<file path="src/mult_macros.svh">
// Width and step-count settings for the shift-and-add multiplier; include where sizes are needed.
`ifndef MULT_MACROS_SVH
`define MULT_MACROS_SVH

// --------------------------------------------------
// Operand sizing
// --------------------------------------------------

// Width of S, A and B.
`define MULT_WIDTH 8

// Product is A:B, twice the operand width.
`define PRODUCT_WIDTH (2 * `MULT_WIDTH)

// --------------------------------------------------
// Sequencing
// --------------------------------------------------

// Flip-flops per synchronized switch or button.
`define SYNC_STAGES 2

// One shift state per multiplier bit.
`define SHIFT_STEPS `MULT_WIDTH

`endif
</file>
<file path="src/multDataPkg.sv">
// Datapath types for the multiplier: operands, adder result and the A:B product register.
`include "mult_macros.svh"

package multDataPkg;

	// Two's complement operand, used for S, A and B.
	typedef logic signed [`MULT_WIDTH-1:0] operand;

	// Adder output, nine bits wide.
	typedef struct packed {
		logic   signBit; // Becomes X.
		operand value;   // Becomes A.
	} sumWord;

	// --------------------------------------------------
	// Product register
	// --------------------------------------------------
	// The register pair as the shifter sees it.
	typedef struct packed {
		operand hi; // Register A.
		operand lo; // Register B.
	} productHalves;

	// Same 16 bits read either as one signed product or as the A and B halves.
	typedef union packed {
		logic signed [`PRODUCT_WIDTH-1:0] full;
		productHalves halves;
	} productWord;

endpackage

</file>
<file path="src/multCtrlPkg.sv">
// Controller types shared by the multiplier FSM and the datapath it drives.
`include "mult_macros.svh"

package multCtrlPkg;

	// --------------------------------------------------
	// FSM states
	// --------------------------------------------------
	// Shift states are consecutive so the FSM can step through them by adding one.
	typedef enum logic [$clog2(`SHIFT_STEPS + 3)-1:0] {
		Wait    = 4'd0,
		Shift0  = 4'd1,
		Shift1  = 4'd2,
		Shift2  = 4'd3,
		Shift3  = 4'd4,
		Shift4  = 4'd5,
		Shift5  = 4'd6,
		Shift6  = 4'd7,
		Shift7  = 4'd8,
		Done    = 4'd9,
		AddStep = 4'd10
	} ctrlState;

	// --------------------------------------------------
	// Datapath control word
	// --------------------------------------------------
	// clrLd alone clears X and A and loads B from S.
	// clrLd with shift clears X and A but keeps B, which starts a multiply.
	typedef struct packed {
		logic clrLd;
		logic shift; // Arithmetic right shift of X:A:B.
		logic add;   // X:A <= A + S.
		logic sub;   // X:A <= A - S.
	} ctrlWord;

endpackage

</file>
<file path="src/multiplierTop.sv">
// Top level of the signed multiplier; switches in, A, B, X and the product out.
`timescale 1ns/100ps
`include "mult_macros.svh"

module multiplierTop (
	input  logic                    Clk,
	input  logic                    reset,
	input  logic                    Run,
	input  logic                    ClearA_LoadB,
	input  multDataPkg::operand     Switches,
	output multDataPkg::operand     Aval,
	output multDataPkg::operand     Bval,
	output logic                    X,
	output logic                    Done,
	output multDataPkg::productWord Product
);

	logic                    runSync;
	logic                    clearLoadSync;
	multDataPkg::operand     S;
	multCtrlPkg::ctrlWord    ctrl;
	multDataPkg::sumWord     sum;
	multDataPkg::productWord product;
	logic                    M;

	// --------------------------------------------------
	// Inputs
	// --------------------------------------------------
	inputSynchronizer #(
		.Width(`MULT_WIDTH + 2)
	) i_inputSynchronizer (
		.Clk     (Clk),
		.asyncIn ({Run, ClearA_LoadB, Switches}),
		.syncOut ({runSync, clearLoadSync, S})
	);

	multiplierController i_multiplierController (
		.Clk          (Clk),
		.reset        (reset),
		.Run          (runSync),
		.ClearA_LoadB (clearLoadSync),
		.M            (M),
		.ctrl         (ctrl),
		.Done         (Done)
	);

	// --------------------------------------------------
	// Datapath
	// --------------------------------------------------
	addSubUnit i_addSubUnit (
		.A   (product.halves.hi),
		.S   (S),
		.sub (ctrl.sub),
		.sum (sum)
	);

	operandRegisters i_operandRegisters (
		.Clk     (Clk),
		.reset   (reset),
		.ctrl    (ctrl),
		.S       (S),
		.sum     (sum),
		.X       (X),
		.product (product),
		.M       (M)
	);

	assign Aval    = product.halves.hi;
	assign Bval    = product.halves.lo;
	assign Product = product;

endmodule

</file>
<file path="src/operandRegisters.sv">
// X, A and B registers of the multiplier with clear/load, add writeback and arithmetic shift.
`timescale 1ns/100ps
`include "mult_macros.svh"

module operandRegisters (
	input  logic                    Clk,
	input  logic                    reset,
	input  multCtrlPkg::ctrlWord    ctrl,
	input  multDataPkg::operand     S,
	input  multDataPkg::sumWord     sum,
	output logic                    X,
	output multDataPkg::productWord product,
	output logic                    M
);

	always_ff @(posedge Clk)
	begin
		if (reset)
		begin
			X            <= 1'b0;
			product.full <= '0;
		end
		else if (ctrl.clrLd)
		begin
			X                 <= 1'b0;
			product.halves.hi <= '0;
			if (!ctrl.shift)
				product.halves.lo <= S; // Start of a multiply keeps B.
		end
		else if (ctrl.add || ctrl.sub)
		begin
			X                 <= sum.signBit;
			product.halves.hi <= sum.value;
		end
		else if (ctrl.shift)
		begin
			// X stays put, so it keeps feeding the sign into A.
			product.halves.hi <= {X, product.halves.hi[`MULT_WIDTH-1:1]};
			product.halves.lo <= {product.halves.hi[0], product.halves.lo[`MULT_WIDTH-1:1]};
		end
	end

	// M is bit 0 of B as it will stand after this clock edge.
	always_comb
	begin
		if (ctrl.clrLd && !ctrl.shift)
			M = S[0];
		else if (ctrl.shift && !ctrl.clrLd)
			M = product.halves.lo[1];
		else
			M = product.halves.lo[0];
	end

endmodule

</file>
<file path="src/addSubUnit.sv">
// Nine-bit ripple adder/subtractor that forms the new X and A from A and S.
`timescale 1ns/100ps
`include "mult_macros.svh"

module addSubUnit (
	input  multDataPkg::operand A,
	input  multDataPkg::operand S,
	input  logic                sub,
	output multDataPkg::sumWord sum
);

	logic [`MULT_WIDTH:0] aExt;
	logic [`MULT_WIDTH:0] sExt;
	logic [`MULT_WIDTH:0] total;

	// Sign-extend both operands so the ninth bit carries the true sign.
	assign aExt = {A[`MULT_WIDTH-1], A};
	assign sExt = {S[`MULT_WIDTH-1], S} ^ {(`MULT_WIDTH + 1){sub}}; // Invert for A - S.

	// Full adder chain.
	always_comb
	begin
		logic carry;
		carry = sub; // Completes the two's complement of S.
		for (int i = 0; i <= `MULT_WIDTH; i++)
		begin
			total[i] = aExt[i] ^ sExt[i] ^ carry;
			carry    = (aExt[i] & sExt[i]) | (carry & (aExt[i] ^ sExt[i]));
		end
	end

	assign sum = multDataPkg::sumWord'(total);

endmodule

</file>
<file path="src/multiplierController.sv">
// Multiplier FSM; sequences clear/load, the add or subtract steps and the eight shifts.
`timescale 1ns/100ps
`include "mult_macros.svh"

module multiplierController (
	input  logic                  Clk,
	input  logic                  reset,
	input  logic                  Run,
	input  logic                  ClearA_LoadB,
	input  logic                  M,
	output multCtrlPkg::ctrlWord  ctrl,
	output logic                  Done
);

	// Final shift state; the add step that returns here handles the sign bit.
	localparam multCtrlPkg::ctrlState LastShift =
		multCtrlPkg::ctrlState'(multCtrlPkg::Shift0 + `SHIFT_STEPS - 1);

	multCtrlPkg::ctrlState state;
	multCtrlPkg::ctrlState nextState;
	multCtrlPkg::ctrlState returnState; // Shift state to resume after AddStep.
	multCtrlPkg::ctrlState afterAdd;

	// --------------------------------------------------
	// State registers
	// --------------------------------------------------
	always_ff @(posedge Clk)
	begin
		if (reset)
		begin
			state       <= multCtrlPkg::Wait;
			returnState <= multCtrlPkg::Wait;
		end
		else
		begin
			state <= nextState;
			if (nextState == multCtrlPkg::AddStep)
				returnState <= afterAdd;
		end
	end

	// --------------------------------------------------
	// Next state
	// --------------------------------------------------
	always_comb
	begin
		nextState = state;
		afterAdd  = returnState;
		case (state)
			multCtrlPkg::Wait:
			begin
				if (Run)
				begin
					afterAdd  = multCtrlPkg::Shift0;
					nextState = M ? multCtrlPkg::AddStep : multCtrlPkg::Shift0;
				end
			end
			LastShift:
				nextState = multCtrlPkg::Done;
			multCtrlPkg::Done:
			begin
				if (!Run)
					nextState = multCtrlPkg::Wait; // Hold here so one press runs once.
			end
			multCtrlPkg::AddStep:
				nextState = returnState;
			default:
			begin
				// Shift0 up to the one before LastShift look at the next multiplier bit.
				if (state >= multCtrlPkg::Shift0 && state < LastShift)
				begin
					afterAdd  = multCtrlPkg::ctrlState'(state + 1);
					nextState = M ? multCtrlPkg::AddStep : afterAdd;
				end
				else
					nextState = multCtrlPkg::Wait;
			end
		endcase
	end

	// --------------------------------------------------
	// Control outputs
	// --------------------------------------------------
	always_comb
	begin
		ctrl = '0;
		case (state)
			multCtrlPkg::Wait:
			begin
				ctrl.clrLd = ClearA_LoadB | Run;
				ctrl.shift = Run & ~ClearA_LoadB; // Clear A and X but keep B.
			end
			multCtrlPkg::AddStep:
			begin
				ctrl.sub = (returnState == LastShift); // Sign bit weighs negative.
				ctrl.add = (returnState != LastShift);
			end
			multCtrlPkg::Done:
				ctrl = '0;
			default:
				ctrl.shift = 1'b1;
		endcase
	end

	assign Done = (state == multCtrlPkg::Done);

endmodule

</file>
<file path="src/inputSynchronizer.sv">
// Flip-flop chains that bring the raw switches and buttons into the Clk domain.
`timescale 1ns/100ps
`include "mult_macros.svh"

module inputSynchronizer #(
	parameter int Width = 1
) (
	input  logic             Clk,
	input  logic [Width-1:0] asyncIn,
	output logic [Width-1:0] syncOut
);

	// Stage 0 samples the pins, the last stage feeds the design.
	logic [`SYNC_STAGES-1:0][Width-1:0] chain;

	always_ff @(posedge Clk)
	begin
		chain <= {chain[`SYNC_STAGES-2:0], asyncIn};
	end

	assign syncOut = chain[`SYNC_STAGES-1];

endmodule

</file>
<file path="config.mk">
export PLATFORM = sky130hd
export DESIGN_NAME = multiplierTop
export DESIGN_NICKNAME = d
export VERILOG_FILES = /design/src/multDataPkg.sv /design/src/multCtrlPkg.sv /design/src/multiplierTop.sv /design/src/operandRegisters.sv /design/src/addSubUnit.sv /design/src/multiplierController.sv /design/src/inputSynchronizer.sv
export VERILOG_INCLUDE_DIRS = /design/src /design/src/src
export SDC_FILE = /design/constraint.sdc
export NUM_CORES = 1
export LEC_CHECK = 0
export BUFFER_PORTS_ARGS = -buffer_cell sky130_fd_sc_hd__buf_4
export CAP_MARGIN = 15
export CORE_UTILIZATION = 58
export CTS_CLUSTER_DIAMETER = 60
export DETAILED_ROUTE_END_ITERATION = 8
export GPL_TIMING_DRIVEN = 0
export HOLD_SLACK_MARGIN = 0.08
export PLACE_DENSITY = 0.85
export SYNTH_ARGS = -nofsm -noshare
export SYNTH_HDL_FRONTEND = slang
export SYNTH_SLANG_ARGS = --single-unit
</file>
<file path="constraint.sdc">
create_clock -name Clk -period 13 [get_ports Clk]
set_clock_uncertainty 0.2 [all_clocks]
set_input_delay 0 -clock Clk [delete_from_list [all_inputs] [get_ports Clk]]
set_output_delay 0 -clock Clk [all_outputs]
set_load 0.02 [all_outputs]
</file>
==> impl_metrics.yaml <==
run_status:
  outcome: "finished clean"
timing:
  fin_crit_sh_pct: 40.4
  relSlewSlack_pct: 60.2
  rsz0062_at_grt: "no"
  setup_violations: 0
  setup_tns_ns: 0
  fmax_mhz: 190
  slew_violations: 0
  finalCriticalPeriod_ns: 5.25
  hold_viol: 0
  tightest_slew_ns: 0.591
drt:
  drt-total-wl_um: 4800
  wl_per_cell_um: 14.2
  vias_per_cell: 5.48
  ant_nets: 0
  drt_iter0_drc: 89
  met2WireLength_um: 2320
  dr_wl_met3_um: 281
  top_layer: "met4"
  remaining_drc_errors: 0
  drt-met1-wl_um: 2150
  firstDrtPassIters: 4
  dr_total_vias: 1853
die:
  core_um2: 3690
  die-area_um2: 4150
  initial_utilization_pct: 61.2
  dieHeight_um: 64.4
  rows: 22
  die_x_um: 64.4
  io_pins: 46
final_layout:
  final_area_um2: 2890
  drive_above_1_share_pct: 29.3
  syn_to_final_growth_pct: 27.8
  fillCellCount: 262
  multi_input_area_um2: 1130
  nets: 313
  post-route-util_pct: 78.3
  diodes: 0
  register_area_um2: 901
min_path:
  min_from: "i_inputSynchronizer.chain[0]"
  hold_path.class: "register to register"
  whs_endpoint: "i_inputSynchronizer.syncOut[0]"
  min_path_cells: 0
synth:
  syn-cell-area_um2: 2260
  ys_dominant_reg_cell: "dfxtp_1"
  yosys-top-cells-area: "dfxtp_1 (40%), fa_1 (7.1%), mux2i_1 (6.6%)"
  synth.yosys.warnings: 0
  ys_types: 49
  yosysSeqAreaShare_pct: 39.9
  syn_nets: 250
  synthCells: 226
  synth-seq-cells: 45
  async_flop_share_pct: 0
  synth-edff-count: 0
  synthDominantCellAreaShare_pct: 39.9
  yosysTopAreaCell: "dfxtp_1"
  syn_area_per_cell_um2: 9.99
power_and_ir_drop:
  ir_drop_v: 0.000166
  p_leak_nw: 1.26
  power_density_nw_per_um2: 210
placed_design:
  port-buffer-count: 45
  place.detailed.hpwl_um: 3260
  gp_congestion: 0.911
  place_area_um2: 2660
worst_setup_path:
  timing.rr.end: "i_operandRegisters.product[15]"
  crit_top_cell: "fa_1"
  r2r_slack_ns: 7.75
  r2r_cells: 17
  cpPeakStageDelay_ns: 0.45
  r2r-start: "i_multiplierController.state[0]"
  path_cells: "inv_1 -> ha_1 -> and2_1 -> clkbuf_1 -> nand4_1 -> xor2_1 -> fa_1 -> fa_1 -> fa_1 -> fa_1 -> inv_1 -> fa_1 -> inv_1 -> fa_1 -> fa_1 -> and3_1 -> a211oi_1"
  cp.required_ns: 13.01
  critical_path.max_fanout: 8
  critPathArrivalTime_ns: 5.26
  critical-path-slowest-cell: "nand4_1"
  worst-setup-path-type: "register to register"
  cp-end-kind: "register"
  start_kind: "register"
clock_network:
  clock_sinks: 45
  clk_path_buf_depth: 2
  cts_tree: "yes"
  cts_root_buf: "clkbuf_8"
  insertion_delay_ns: 0.30
  htreeDepth: 2
  cts_resized: 0
  clkTransAtPathRegs_ns: 0.08
  numCtsBuffers: 5
  cts_hold_buffers: 11
  post-cts-setup-buffers: 0
job:
  maxCapViolCount: 0
global_routing:
  grt_use_total_pct: 24.8
  grt_pass1_vias: 1721
  grt_max_degree: 15
  antenna_found_initial: 0
  grt_overflow: 0
  grt_pass1_wl_um: 7820
==> kinds of logic after synthesis <==
logic type	Yosys count	synth area share, %
xor gates and xnor gates	9	3.49
buffers and inverters	42	10.2
AOI/OAI and AO/OA	42	14.8
DFF	45	39.9
muxes	17	7.81
adders and majority gates	12	9.31
and+or+nand+nor	59	14.5
==> final cells by class <==
type / count / area share (%)
plain buffers: 29 / 6.29
clock buffers: 6 / 2.86
clock inverters: 2 / 1.30
inverters: 13 / 1.69
multi-input cells: 139 / 39.1
flip-flops and latches: 45 / 31.2
well taps: 48 / 2.08
repair buffers: 56 / 15.5
==> synthesized netlist by cell type (2+ instances only) <==
cell,count
nand3_1,2
nor3_1,2
buf_4,18
fa_1,8
and2_1,3
clkbuf_1,7
nand2_1,7
xor2_1,6
a21oi_1,8
nor2_1,16
xnor2_1,3
a21o_1,2
ha_1,4
buf_2,4
or3b_2,2
mux2i_1,15
dfxtp_1,45
nand2b_1,4
o21ai_0,4
a211oi_1,14
and3_1,6
nor2b_1,6
inv_1,13
or2_2,2
==> how the worst max path moves through the flow <==
| stage | startpoint | to | slack (ns) |
|---|---|---|---|
| 4_1_cts | i_multiplierController.state[0] | i_operandRegisters.product[15] | 7.77 |
| 3_5_place_dp | i_multiplierController.state[0] | i_operandRegisters.product[15] | 7.81 |
| 5_1_grt | i_multiplierController.state[0] | i_operandRegisters.product[15] | 7.45 |
| 6_report | i_multiplierController.state[0] | i_operandRegisters.product[15] | 7.75 |
| 2_1_floorplan | i_multiplierController.state[0] | i_operandRegisters.product[15] | 8.26 |
| 3_3_place_gp | i_multiplierController.state[0] | i_operandRegisters.product[15] | 7.90 |
==> metrics by stage <==
step,hold slack [ns],power (W),setup slack [ns],std cells
final,0.131,0.000606,7.75,338
after floorplan,-0.172,0.000409,8.26,226
after global placement,-0.0956,0.000484,7.90,319
after global routing,0.142,0.000642,7.45,338
after CTS,0.131,0.000603,7.77,338
after detailed placement,-0.0946,0.000488,7.81,319
==> worst max-delay path: cells and delay by family, from the launching register on <==
kind | cells | cell delay [ns]
xor gates and xnor gates | 1 | 0.31
buffers and inverters | 4 | 0.45
AOI/OAI and AO/OA | 1 | 0.21
DFF | 1 | 0.38
and+or+nand+nor | 3 | 0.77
adders and majority gates | 8 | 2.85
==> where the power goes <==
group,switching (W),internal [W]
Combinational,0.000170,0.000142
Clock,0.0000464,0.0000625
Sequential,0.0000248,0.000160
Total,0.000241,0.000364
==> metal layers <==
| metal | GRT usage (%) | vias up |
|---|---|---|
| li1 | - | 885 |
| met2 | 41.8 | 60 |
| met1 | 31.4 | 904 |
| met4 | 8.89 | 0 |
| met5 | 0 | - |
| met3 | 4.82 | 4 |
==> sequential cells by signal, indices dropped and copies added, names as in the netlist <==
signal	cells
i_inputSynchronizer.chain	10
i_inputSynchronizer.syncOut	10
i_multiplierController.returnState	4
i_multiplierController.state	4
i_operandRegisters.X	1
i_operandRegisters.product	16
==> layout by cell type, fill, tap and decap left out, types with 2 or more instances in the layout <==
master          n
fa_1            8
clkbuf_1        7
o21ai_0         4
inv_1          13
mux2i_1        15
a21o_1          2
dlygate4sd3_1  11
buf_2           4
or2_2           2
and2_1          3
dfxtp_1        45
a21oi_1         8
xnor2_1         3
ha_1            4
and3_1          6
nor3_1          2
a211oi_1       14
nand2_1         7
xor2_1          6
nand2b_1        4
or3b_2          2
nand3_1         2
nor2_1         16
clkbuf_8        6
buf_4          63
nor2b_1         6
Note: power is estimated with default switching activity, not from simulation.
